--- config.mk ---
export PLATFORM = sky130hd
export DESIGN_NAME = dmi_bridge
export DESIGN_NICKNAME = d
export VERILOG_FILES = /design/src/soc_bus_pkg.sv /design/src/soc_board_pkg.sv /design/src/dmi_bridge.sv
export SDC_FILE = /design/constraint.sdc
export NUM_CORES = 1
export LEC_CHECK = 0
export BUFFER_PORTS_ARGS = -buffer_cell sky130_fd_sc_hd__buf_2
export CAP_MARGIN = 20
export CORE_MARGIN = 3
export CORE_UTILIZATION = 50
export DETAILED_ROUTE_END_ITERATION = 10
export MAX_ROUTING_LAYER = met4
export PLACE_DENSITY = 0.76
export SLEW_MARGIN = 30
export SYNTH_ARGS = -nofsm -noshare
export SYNTH_HDL_FRONTEND = slang
export SYNTH_SLANG_ARGS = --single-unit
--- constraint.sdc ---
create_clock -name clk_core -period 2.5 [get_ports clk_core]
set_input_delay 0.5 -clock clk_core [delete_from_list [all_inputs] [get_ports clk_core]]
set_output_delay 0.5 -clock clk_core [all_outputs]
set_load 0.01 [all_outputs]
--- src/soc_bus_pkg.sv ---
// Internal memory bus and DMI port types
// Shared by the bridge, the decoder and the bus targets

package soc_bus_pkg;

   // ********************
   // Memory bus
   // ********************

   typedef logic [31:0] bus_addr_t;
   typedef logic [31:0] bus_data_t;
   typedef logic [3:0]  bus_strb_t;

   // Request from the bridge, one cycle strobe with no ready
   typedef struct packed {
      logic      valid;
      logic      we;
      bus_addr_t addr;
      bus_data_t wdata;
      bus_strb_t strb;
   } bus_req_t;

   // Response, always one cycle after the request
   typedef struct packed {
      logic      valid;
      logic      err;
      bus_data_t rdata;
   } bus_rsp_t;

   // ********************
   // DMI register port
   // ********************

   typedef logic [6:0] dmi_addr_t;

   typedef struct packed {
      logic      en;
      logic      wr_en;
      dmi_addr_t addr;
      bus_data_t wdata;
   } dmi_req_t;

endpackage

--- src/soc_board_pkg.sv ---
// Board address map, DMI register map and GPIO widths

package soc_board_pkg;

   // Address map
   localparam soc_bus_pkg::bus_addr_t RAM_BASE     = 32'h0000_0000;
   localparam int                     RAM_WORDS    = 256;
   localparam soc_bus_pkg::bus_addr_t GPIO_BASE    = 32'h8000_0000;
   localparam soc_bus_pkg::bus_addr_t GPIO_LED_OFS = 32'h0000_0000;
   localparam soc_bus_pkg::bus_addr_t GPIO_SW_OFS  = 32'h0000_0004;

   // Board I/O
   localparam int GPIO_WIDTH = 16;
   typedef logic [GPIO_WIDTH-1:0] gpio_vec_t;

   // DMI register numbers
   localparam soc_bus_pkg::dmi_addr_t DMI_ADDR   = 7'h10;
   localparam soc_bus_pkg::dmi_addr_t DMI_WDATA  = 7'h11;
   localparam soc_bus_pkg::dmi_addr_t DMI_CMD    = 7'h12;
   localparam soc_bus_pkg::dmi_addr_t DMI_RDATA  = 7'h13;
   localparam soc_bus_pkg::dmi_addr_t DMI_STATUS = 7'h14;

   // CMD and STATUS fields
   localparam int CMD_WE_BIT    = 0;
   localparam int CMD_INC_BIT   = 1;
   localparam int CMD_STRB_LSB  = 4;
   localparam int STAT_BUSY_BIT = 0;
   localparam int STAT_ERR_BIT  = 1;

endpackage

--- src/dmi_bridge.sv ---
// DMI register file that launches single memory bus accesses
// Holds ADDR, WDATA, CMD, RDATA and STATUS for the debug port

`timescale 1ns/1ps

module dmi_bridge (
   input  logic                   clk_core,
   input  logic                   i_rst_n,
   input  soc_bus_pkg::dmi_req_t  i_dmi,
   output soc_bus_pkg::bus_data_t o_dmi_rdata,
   output soc_bus_pkg::bus_req_t  o_req,
   input  soc_bus_pkg::bus_rsp_t  i_rsp
);

   import soc_bus_pkg::*;
   import soc_board_pkg::*;

   typedef enum logic [1:0] {ST_IDLE, ST_REQ, ST_WAIT} state_t;

   state_t    state_q;
   bus_addr_t addr_q;
   bus_data_t wdata_q;
   bus_data_t cmd_q;
   bus_data_t rdata_q;
   bus_data_t status;
   logic      err_q;
   logic      rsp_valid_q;
   logic      rsp_err_q;
   bus_data_t rsp_rdata_q;
   logic      busy;
   logic      dmi_wr;
   logic      wr_cmd;
   logic      start;
   logic      done;

   assign busy   = (state_q != ST_IDLE);
   assign dmi_wr = i_dmi.en & i_dmi.wr_en;
   assign wr_cmd = dmi_wr && (i_dmi.addr == DMI_CMD);
   assign start  = wr_cmd & ~busy;
   // Response has been registered for a cycle
   assign done   = (state_q == ST_WAIT) & rsp_valid_q;

   // ********************
   // Control registers
   // ********************

   always_ff @(posedge clk_core or negedge i_rst_n) begin
      if (!i_rst_n) begin
         state_q     <= ST_IDLE;
         addr_q      <= '0;
         wdata_q     <= '0;
         cmd_q       <= '0;
         err_q       <= 1'b0;
         rsp_valid_q <= 1'b0;
      end else begin
         rsp_valid_q <= i_rsp.valid;
         case (state_q)
            ST_IDLE: if (start) state_q <= ST_REQ;
            ST_REQ:  state_q <= ST_WAIT;
            ST_WAIT: if (rsp_valid_q) state_q <= ST_IDLE;
            default: state_q <= ST_IDLE;
         endcase
         // Auto-increment walks the address one word per access
         if (done && cmd_q[CMD_INC_BIT]) addr_q <= addr_q + 32'd4;
         if (dmi_wr && (i_dmi.addr == DMI_ADDR)) addr_q <= i_dmi.wdata;
         if (dmi_wr && (i_dmi.addr == DMI_WDATA)) wdata_q <= i_dmi.wdata;
         if (start) cmd_q <= i_dmi.wdata;
         // Clear first so a new error in the same cycle survives
         if (dmi_wr && (i_dmi.addr == DMI_STATUS) && i_dmi.wdata[STAT_ERR_BIT]) begin
            err_q <= 1'b0;
         end
         if ((wr_cmd && busy) || (done && rsp_err_q)) err_q <= 1'b1;
      end
   end

   // Response payload and result
   always_ff @(posedge clk_core) begin
      rsp_err_q   <= i_rsp.err;
      rsp_rdata_q <= i_rsp.rdata;
      if (done) rdata_q <= rsp_rdata_q;
   end

   // ********************
   // Bus request and DMI read
   // ********************

   always_comb begin
      o_req.valid = (state_q == ST_REQ);
      o_req.we    = cmd_q[CMD_WE_BIT];
      o_req.addr  = addr_q;
      o_req.wdata = wdata_q;
      o_req.strb  = cmd_q[CMD_STRB_LSB +: 4];
   end

   always_comb begin
      status                = '0;
      status[STAT_BUSY_BIT] = busy;
      status[STAT_ERR_BIT]  = err_q;
      case (i_dmi.addr)
         DMI_ADDR:   o_dmi_rdata = addr_q;
         DMI_WDATA:  o_dmi_rdata = wdata_q;
         DMI_CMD:    o_dmi_rdata = cmd_q;
         DMI_RDATA:  o_dmi_rdata = rdata_q;
         DMI_STATUS: o_dmi_rdata = status;
         default:    o_dmi_rdata = '0;
      endcase
   end

endmodule

# Word-level counts from Yosys, hierarchy flattened
# Index checks and enable logic that the tools add are counted.
op_classes:
  mux: 8
  add_sub_neg: 1
  bitwise: 4
  eq_ne: 9
  n_reduce_logical: 14
op_table:
  columns: ["op", "n"]
  rows:
  - ["$pmux 32 s5", 1]
  - ["$mux 32", 2]
  - ["$eq 7x5->1 const B", 5]
  - ["$add 32x3->32 const B", 1]
  - ["$logic_and 1x1->1", 8]
  - ["$pmux 2 s3", 1]
  - ["$reduce_bool 2->1", 3]
  - ["$mux 2", 2]
  - ["$ne 2x2->1 const B", 2]
  - ["$and 1x1->1", 3]
  - ["$eq 2x1->1 const B", 1]
  - ["$eq 2x2->1 const B", 1]
  - ["$logic_not 2->1", 1]
  - ["$mux 1", 2]
  - ["$reduce_and 2->1", 1]
  - ["$logic_or 1x1->1", 1]
  - ["$not 1->1", 1]
word_totals:
  ff_bits: 165
  out_inout_bits: 102

# Longest topological paths before layout
# Gate-level depths: netlist (run 1).
depth:
  word_depth: 5
  mapped_depth: 7

# Least setup slack after synthesis (run 1)
# No wires, ideal clock.
synth_timing:
  kind: "input port to output port"
  start: "input port i_dmi[32] in the netlist's numbering"
  end: "output port o_dmi_rdata[4]"
  n_path_buf: 2
  setup_slack_ps: 238
  arrival_time_ps: 1762
  stages: 4
  required_time_ps: 2000
  path_cell_list: "buf_2 -> buf_2 -> mux4_1 -> nor2b_1"
synth_via:
  elab_chain_len: 2
  word_cells_on_any_way: 6
  classes_between: "eq/ne: 5; mux: 1"
synth_lines:
  columns: ["item", "line", "text"]
  rows:
  - ["start: declaration", "dmi_bridge.sv:9", "input soc_bus_pkg::dmi_req_t i_dmi,"]
  - ["$eq 7x5->1", "dmi_bridge.sv:99", "case (i_dmi.addr)"]
  - ["$pmux 32 s5 *", "dmi_bridge.sv:99", null]
  - ["end: declaration", "dmi_bridge.sv:10", "output soc_bus_pkg::bus_data_t o_dmi_rdata,"]
# Every way passes the cells marked *; elsewhere a longest branch is shown, timed or not.

# Worst setup path after layout (run 1)
layout_timing:
  start: "input port i_dmi[35] in the netlist's numbering"
  end: "output port o_dmi_rdata[0]"
# The elaborated chain is that of the path after synthesis.

==> impl_metrics.tcl, run 1 <==
set metrics [dict create \
    finalWeightedCongestion 0.8133 \
    synth_edf_count 32 \
    intPower_mw 4.640 \
    fillers 996 \
    pwr-share-comb_pct 10.3 \
    holdWs_ns 0.1702 \
    clockRootBuffer "clkbuf_16" \
    clk_pin_slew_worst_paths_ns 0.06 \
    drc_errors 0 \
    critical-path-top-delay-family "simple AND/OR/NAND/NOR gates" \
    grt_pass1_wl_mm 27.36 \
    grt_use_met1_pct 29.44 \
    cts_setup_buffers 0 \
    required_ns 2.00 \
    worstMarginPinSlew_ns 0.4863 \
    peakVddDrop_mv 0.5065 \
    via_per_inst 5.430 \
    syn_avg_cell_area_sq_um 14.08 \
    cp_num_buf_inv 3 \
    dp.final_hpwl_mm 12.04 \
    chipWidth_um 124.8 \
    arrival_ns 1.80 \
    hold_class "in -> reg" \
    core-area_sq_um 13510 \
    multi_input_area_sq_um 2748 \
    n_antenna_cell 0 \
    antenna_found_initial 0 \
    fmax_mhz 434.3 \
    die_h_um 124.8 \
    grt_busiest_layer "met2" \
    maxSlewHeadroom_pct 67.40 \
    layout_setup_ws_ns 0.1976 \
    final_area_sq_um 8805 \
    synth-async-reset-ratio_pct 60.61 \
    seq_area_frac_synth_pct 58.46 \
    crit_type "in -> out" \
    rsz0062_at_grt "no" \
    use_met2_pct 37.05 \
    p_leak_nw 3.940 \
    overflow 0 \
    p_sw_mw 1.429 \
    cts.path.max_buffers 2 \
    status "finished clean" \
    vias 4757 \
    power_density_nw_per_um2 689.3 \
    rows 42 \
    fin_crit_sh_pct 92.09 \
    yosysWarnings 0 \
    drt_first_pass_iters 4 \
    setup_tns_ns 0 \
    synth.ff_latch_count 165 \
    place_ws_ns 0.1395 \
    grtUsageMet3_pct 7.247 \
    crit_slowest_cell "nor4b_2" \
    yosysMostFrequentCell "dfrtp_1" \
    start_kind "input pin" \
    yosys-top-cells-count "dfrtp_1, mux2_2, nand2_1" \
    clock_sinks 165 \
    min_period_ns 2.302 \
    setup_viol 0 \
    switching_share_pct 23.55 \
    netlist_area_sq_um 7054 \
    io_pins 179 \
    initial_core_util_pct 52.23 \
    seqPwrFrac_pct 48.9 \
    yosysTopAreaCell "dfrtp_1" \
    drt_iter0_drc 410 \
    wire_per_inst_um 19.38 \
    numCtsBuffers 17 \
    syn_inst 501 \
    synth_nets 579 \
    ys.flop_type "dfrtp_1" \
    grt_use_total_pct 23.43 \
    cap_violations 0 \
    tritoncts "built" \
    grt_start_max_net_pins 55 \
    drive_gt1_share_pct 47.14 \
    slowest_delay_ns 0.38 \
    worstPathCellList "buf_2 > nor4b_2 > nand2b_2 > buf_4 > o22ai_1 > buf_2" \
    synth.distinct_cells 46 \
    port_buffers 178 \
    synthTopCellsByArea "dfrtp_1, edfxtp_1, mux4_2, mux2_2, dfxtp_1" \
    totalWireLength_mm 16.98 \
    grt_pass1_vias 5003 \
    dieArea_sq_um 15570 \
    yosysTopAreaCellShare_pct 35.47 \
    postRouteAntennaNets 0 \
    nets 765 \
    worst_setup_path_end_kind "output pin" \
    clkLatencyLatePin_ns 0.42 \
    h-tree-depth 4 \
    register_area_sq_um 4124 \
    worstPathMaxFanout 13 \
    hold_viol 0 \
    slew_viol_final 0 \
    area_delta_synth_final_pct 24.81 \
    place_area_sq_um 8229 \
    cp_common_cell "buf_2" \
    fin_skew_ns 0.007528 \
    clkPwrFrac_pct 40.8 \
]
[power by group through the flow]
stage	sequential (mW)	combinational [mW]	clock [mW]
2_1_floorplan	3.02	0.335	0
3_3_place_gp	3.01	0.613	0
3_5_place_dp	3.02	0.631	0
4_1_cts	2.97	0.637	2.54
5_1_grt	2.98	0.691	2.65
6_report	2.97	0.627	2.47
[layer usage]
metal,routed length (um),vias to the layer above,share of wire [%]
met5,0,-,0
met4,165,0,0.97
met3,1212,14,7.1
met2,8592,167,51
met1,7009,2387,41
li1,-,2189,-
[cell families after synthesis]
group | synth area share (%)
buffers and inverters | 2.802
flip-flops | 58.46
adder cells (fa/ha/maj) | 0.1773
AO/OA/AOI/OAI | 2.589
multiplexers | 20.63
AND/OR/NAND/NOR | 11.99
XOR/XNOR | 3.352
[timing repair]
| item | in CTS | in global routing |
|---|---|---|
| hold buffers | 1 | 0 |
| hold endpoints to repair | 18 | 0 |
| resized for setup | 0 | 0 |
[placed cells by master, fill, tap and decap left out, types with 2 or more instances in the layout]
cell type   synthesis  final
o211ai_1            2      2
inv_1               5      5
buf_2              12    177
or4_1               3      3
buf_4               5     15
nor4_4              2      2
clkinv_2            0      2
clkbuf_1           11      3
and4_1              5      5
nor2_1             11     11
mux2_2             59     59
o21ai_1             2      2
mux4_2             31     31
nand2_1            43     43
nor3_2              2      2
o22ai_1             2      2
clkinvlp_4          0      4
o21ai_0            24     24
a21oi_1             5      5
dfrtp_1           100    100
and3_1              4      4
mux2_1              5      5
clkbuf_8            1      4
nor2b_1            31     31
clkbuf_16           0     17
nand3_1            15     14
xnor2_1             4      4
dfxtp_1            33     33
edfxtp_1           32     32
xor2_1             23     23
buf_12              0      6
nand4_1             9      9
[cell type report]
cell class	count	area share [%]
Sequential cell	165	46.84
Clock buffer	24	5.585
Tap cell	176	2.501
Inverter	5	0.2132
Clock inverter	8	0.8384
Timing Repair Buffer	199	12.82
Multi-Input combinational cell	299	31.21
[stage by stage]
step | cells | power (mW) | util, %
finish | 876 | 6.069 | 65.19
CTS | 876 | 6.140 | 65.19
global route | 876 | 6.320 | 65.19
global placement | 843 | 3.621 | 60.93
floorplan | 501 | 3.352 | -
detailed placement | 843 | 3.649 | 60.93
[state kept, by name, summed over array words and instances (netlist names)]
signal and count:
state_q 2, rsp_valid_q 1, err_q 1, wdata_q 32
rdata_q 32, rsp_rdata_q 32, rsp_err_q 1, cmd_q 32
addr_q 32
[path summary, 6_finish.rpt]
path	start	to	slack [ns]	cells past startpoint
worst max register to register	addr_q[10]$_DFFE_PN0P_	addr_q[31]$_DFFE_PN0P_	0.52	5
max in group asynchronous	i_rst_n	addr_q[29]$_DFFE_PN0P_	1.25	3
worst min-delay path	i_rsp[26]	rsp_rdata_q[26]$_DFF_P_	0.17	1
worst max-delay path	i_dmi[35]	o_dmi_rdata[0]	0.20	6
worst min register to register	rsp_rdata_q[2]$_DFF_P_	rdata_q[2]$_DFFE_PN_	0.40	0
min in group asynchronous	i_rst_n	wdata_q[11]$_DFFE_PN0P_	0.52	2
No activity file was read; power rests on OpenSTA's default activity.
==> run 2: changes to the inputs <==
--- a/config.mk
+++ b/config.mk
@@ -5,13 +5,13 @@
 export SDC_FILE = /design/constraint.sdc
 export NUM_CORES = 1
 export LEC_CHECK = 0
+export ABC_AREA = 1
 export BUFFER_PORTS_ARGS = -buffer_cell sky130_fd_sc_hd__buf_2
 export CAP_MARGIN = 20
 export CORE_MARGIN = 3
-export CORE_UTILIZATION = 50
+export CORE_UTILIZATION = 54
 export DETAILED_ROUTE_END_ITERATION = 10
-export MAX_ROUTING_LAYER = met4
-export PLACE_DENSITY = 0.76
+export PLACE_DENSITY = 0.8
 export SLEW_MARGIN = 30
 export SYNTH_ARGS = -nofsm -noshare
 export SYNTH_HDL_FRONTEND = slang
==> impl_metrics.tcl, run 2 <==
set metrics [dict create \
    slowest_delay_ns 0.22 \
    initial_core_util_pct 56.02 \
    reg2regPathDepth 8 \
    crit_type "in -> out" \
    port_buffers 178 \
    seq_area_frac_synth_pct 54.93 \
    hold_viol 0 \
    critical-path-top-delay-family "buffers and inverters" \
    drive_gt1_share_pct 22.17 \
    io_pins 179 \
    maxSlewHeadroom_pct 63.08 \
    power_density_nw_per_um2 656.6 \
    n_antenna_cell 0 \
    clk_pin_slew_worst_paths_ns 0.06 \
    via_per_inst 5.474 \
    worstMarginPinSlew_ns 0.5539 \
    reg2reg_from "state_q[0]$_DFFE_PN0P_" \
    yosysMostFrequentCell "nand2_1" \
    setup_tns_ns 0 \
    cap_violations 0 \
    fin_skew_ns 0.005152 \
    dieArea_sq_um 15350 \
    regToRegSetupSlack_ns 0.59 \
    power_mw 6.052 \
    ctsHoldBuffers 0 \
    synth.distinct_cells 28 \
    area_delta_synth_final_pct 22.78 \
    grt_pass1_vias 6382 \
    tritoncts "built" \
    start_kind "input pin" \
    drt_first_pass_iters 7 \
    syn_inst 903 \
    fin_util_pct 68.79 \
    required_ns 2.00 \
    chipWidth_um 123.9 \
    postRouteAntennaNets 0 \
    r2r_end "addr_q[7]$_DFFE_PN0P_" \
    antenna_found_initial 0 \
    setup_viol 0 \
    cp_num_buf_inv 4 \
    clockRootBuffer "clkbuf_16" \
    yosys-top-cells-count "nand2_1, nand3_1, dfrtp_1" \
    clkLatencyLatePin_ns 0.42 \
    overflow 0 \
    status "finished clean" \
    cts_setup_buffers 0 \
    worstPathCellList "buf_2 > nor2_1 > nand2_2 > inv_2 > buf_12 > nand2_2 > o21ai_0 > nor2_1 > nand2_1 > buf_2" \
    use_met2_pct 45.56 \
    syn_avg_cell_area_sq_um 8.314 \
    ctsResizeCount 0 \
    synth.ff_latch_count 165 \
    fmax_mhz 459.3 \
    yosysTopAreaCellShare_pct 33.33 \
    yosysTopAreaCell "dfrtp_1" \
    dp.final_hpwl_mm 15.24 \
    grt_start_max_net_pins 65 \
    h-tree-depth 4 \
    numCtsBuffers 17 \
    grtUsageMet3_pct 6.358 \
    drt_iter0_drc 554 \
    crit_slowest_cell "buf_12" \
    totalWireLength_mm 21.47 \
    fin_crit_sh_pct 87.09 \
    rows 42 \
    layout_common_cells "nand2_1, buf_2, nand3_1, dfrtp_1, inv_1" \
    die_h_um 123.9 \
    ys.flop_type "dfrtp_1" \
    vias 6914 \
    place_area_sq_um 8617 \
    final_common_cell "nand2_1" \
    nets 1152 \
    synth_nets 981 \
    worst_setup_path_end_kind "output pin" \
    synth-async-reset-ratio_pct 60.61 \
    yosysWarnings 0 \
    hold_class "in -> async" \
    arrival_ns 1.68 \
    min_period_ns 2.177 \
    synthTopCellsByArea "dfrtp_1, nand2_1, edfxtp_1, dfxtp_1, nand3_1" \
    worstPathMaxFanout 43 \
    netlist_area_sq_um 7507 \
    peakVddDrop_mv 0.4906 \
    final_area_sq_um 9218 \
    layout_setup_ws_ns 0.3227 \
    synth_edf_count 32 \
    drc_errors 0 \
    slew_viol_final 0 \
    cts.path.max_buffers 2 \
    grt_busiest_layer "met2" \
    finalWeightedCongestion 0.9091 \
    rsz0062_at_grt "no" \
    core-area_sq_um 13400 \
    grt_pass1_wl_mm 33.15 \
    clock_sinks 165 \
    grt_use_total_pct 28.62 \
    p_leak_nw 4.450 \
    grt_use_met1_pct 38.61 \
    wire_per_inst_um 17.00 \
    place_ws_ns 0.3191 \
]
run 2: changes by cell type after synthesis, moves of 19 or more:
cell,before,now
mux2_2,59,0
nor2b_1,31,0
xor2_1,23,4
o21a_1,0,30
mux4_2,31,0
inv_1,5,94
nand2_1,43,285
nor2_1,11,48
nand3_1,15,111
nand4_1,9,35
run 2: metal layers:
layer  wire length, um  vias up
met3              1996       48
met5                 0        -
met1              8740     3240
li1                  -     3273
met4               598        0
met2             10140      353
run 2: area by class of cell:
class	instances	area [sq um]
clock buffer	21	450.4
sequential	165	4124
timing repair buffer	195	1109
clock inverter	11	150.1
tap	176	220.2
fill	1135	4183
multi-input combinational	598	2798
inverter	97	366.6
run 2: metrics by stage:
step                      cells  hold slack, ns
final                      1263         0.04851
after global routing       1263         0.07759
after CTS                  1263         0.06501
after detailed placement   1231          0.3887
after global placement     1231          0.3860
after floorplan             903          0.2044
run 2: cell families after synthesis:
group / share of synthesized area (%)
AOI/OAI and AO/OA: 7.500
and+or+nand+nor: 28.48
DFF: 54.93
buffers and inverters: 7.983
xor gates and xnor gates: 0.9332
adders and majority gates: 0.1666
run 2: power breakdown:
group	internal, mW	switching [mW]
clock network	1.61	1.06
logic	0.176	0.243
registers	2.86	0.112
total	4.64	1.41
run 2: worst max path at each step:
stage	from	end	slack, ns	cells after the start
floorplan	i_dmi[38]	o_dmi_rdata[13]	0.63	6
global placement	i_dmi[38]	o_dmi_rdata[1]	0.34	10
detailed placement	i_dmi[38]	o_dmi_rdata[1]	0.32	10
CTS	i_dmi[38]	o_dmi_rdata[0]	0.32	10
global route	i_dmi[38]	o_dmi_rdata[0]	0.20	10
finish	i_dmi[38]	o_dmi_rdata[0]	0.32	10
==> run 3: changes to the inputs <==
--- a/config.mk
+++ b/config.mk
@@ -8,10 +8,12 @@
 export ABC_AREA = 1
 export BUFFER_PORTS_ARGS = -buffer_cell sky130_fd_sc_hd__buf_2
 export CAP_MARGIN = 20
+export CELL_PAD_IN_SITES_DETAIL_PLACEMENT = 0
+export CELL_PAD_IN_SITES_GLOBAL_PLACEMENT = 1
 export CORE_MARGIN = 3
-export CORE_UTILIZATION = 54
+export CORE_UTILIZATION = 39
 export DETAILED_ROUTE_END_ITERATION = 10
-export PLACE_DENSITY = 0.8
+export PLACE_DENSITY_LB_ADDON = 0.1
 export SLEW_MARGIN = 30
 export SYNTH_ARGS = -nofsm -noshare
 export SYNTH_HDL_FRONTEND = slang
==> impl_metrics.tcl, run 3 (synthesis gave the netlist of run 2 again) <==
set metrics [dict create \
    fin_crit_sh_pct 88.17 \
    postRouteAntennaNets 0 \
    clkLatencyLatePin_ns 0.43 \
    tritoncts "built" \
    die_h_um 144.7 \
    clock_sinks 165 \
    worst_setup_path_end_kind "output pin" \
    setup_viol 0 \
    overflow 0 \
    grt_use_total_pct 22.65 \
    cp_num_buf_inv 4 \
    start_kind "input pin" \
    min_period_ns 2.204 \
    via_per_inst 4.933 \
    cts.path.max_buffers 2 \
    initial_core_util_pct 39.87 \
    drc_errors 0 \
    numCtsBuffers 17 \
    clockRootBuffer "clkbuf_16" \
    ctsResizeCount 0 \
    antenna_found_initial 0 \
    dieArea_sq_um 20950 \
    wire_per_inst_um 17.25 \
    fin_skew_ns 0.008984 \
    nets 1153 \
    cap_violations 0 \
    port_buffers 178 \
    chipWidth_um 144.7 \
    p_leak_nw 4.471 \
    worstPathMaxFanout 31 \
    io_pins 179 \
    worstMarginPinSlew_ns 0.6865 \
    status "finished clean" \
    core-area_sq_um 18830 \
    layout_common_cells "nand2_1, buf_2, nand3_1, dfrtp_1, inv_1" \
    setup_tns_ns 0 \
    slew_viol_final 0 \
    final_common_cell "nand2_1" \
    grt_start_max_net_pins 66 \
    hold_viol 0 \
    drt_iter0_drc 426 \
    crit_type "in -> out" \
    fmax_mhz 453.7 \
    dp.final_hpwl_mm 16.50 \
    rsz0062_at_grt "no" \
    regToRegSetupSlack_ns 0.61 \
    worstPathCellList "buf_2 > inv_1 > nand2_1 > nor3_4 > buf_12 > nand2_2 > o21ai_0 > nor2_1 > nand2_1 > buf_2" \
    critical-path-top-delay-family "buffers and inverters" \
    required_ns 2.00 \
    grt_pass1_vias 6311 \
    grt_pass1_wl_mm 35.74 \
    power_density_nw_per_um2 647.7 \
    hold_class "in -> reg" \
    slowest_delay_ns 0.24 \
    drt_first_pass_iters 5 \
    clk_pin_slew_worst_paths_ns 0.07 \
    h-tree-depth 4 \
    finalWeightedCongestion 0.8312 \
    totalWireLength_mm 23.24 \
    vias 6645 \
    rows 50 \
    area_delta_synth_final_pct 24.97 \
    arrival_ns 1.70 \
    n_antenna_cell 0 \
    maxSlewHeadroom_pct 54.23 \
    crit_slowest_cell "buf_12" \
    fin_util_pct 49.82 \
    drive_gt1_share_pct 22.36 \
    peakVddDrop_mv 0.4531 \
]
==> run 3: changes by cell type in the layout (fill, tap and decap cells not counted), sizes merged <==
cell and delta:
clkbuf -4, inv +4, clkinv +3, bufinv -2, clkinvlp -2, dlygate4sd3 +1
==> run 3: what timing repair did <==
| item | CTS | global route |
|---|---|---|
| setup buffers | 0 | 0 |
| hold buffers | 1 | 0 |
| hold endpoints to repair | 15 | 0 |
==> run 3: where the power goes <==
group	switching [mW]	total (mW)	internal (mW)
combinational	0.242	0.422	0.180
sequential	0.113	2.97	2.85
clock	1.25	2.69	1.44
total	1.61	6.08	4.47
==> run 3: stage by stage <==
stage	cell area, sq um	hold slack (ns)	setup WS (ns)	total power, mW	cells
after floorplan	7507	0.2044	0.6299	3.177	903
after global placement	8765	0.3872	0.3165	3.443	1315
after detailed placement	8765	0.3887	0.2968	3.450	1315
after CTS	9382	0.1472	0.2964	6.140	1347
after global routing	9382	0.1388	0.1635	6.318	1347
final	9382	0.1637	0.2959	6.076	1347
==> run 3: path summary, 6_finish.rpt <==
kind                                    startpoint                       to  cells after the start
max                                      i_dmi[35]           o_dmi_rdata[0]                     10
min                                      i_rsp[15]  rsp_rdata_q[15]$_DFF_P_                      1
max reg2reg                 state_q[0]$_DFFE_PN0P_    addr_q[2]$_DFFE_PN0P_                      8
min reg2reg                rsp_rdata_q[29]$_DFF_P_    rdata_q[29]$_DFFE_PN_                      0
max in group asynchronous                  i_rst_n  wdata_q[22]$_DFFE_PN0P_                      3
min in group asynchronous                  i_rst_n  wdata_q[30]$_DFFE_PN0P_                      2
==> run 3: per-layer routing <==
metal	GRT usage, %	routed length, um	up-vias
met5	0	0	-
met2	35.92	10930	199
met1	31.65	10610	3152
met4	5.695	320	0
met3	5.094	1370	24
li1	-	-	3270
==> run 3: layout make-up <==
type                       count  area [sq um]
clock buffer                  17         425.4
clock inverter                14         181.4
fill                        1880          9449
inverter                      97         366.6
multi-input combinational    598          2803
sequential                   165          4124
tap                          260         325.3
timing repair buffer         196          1156
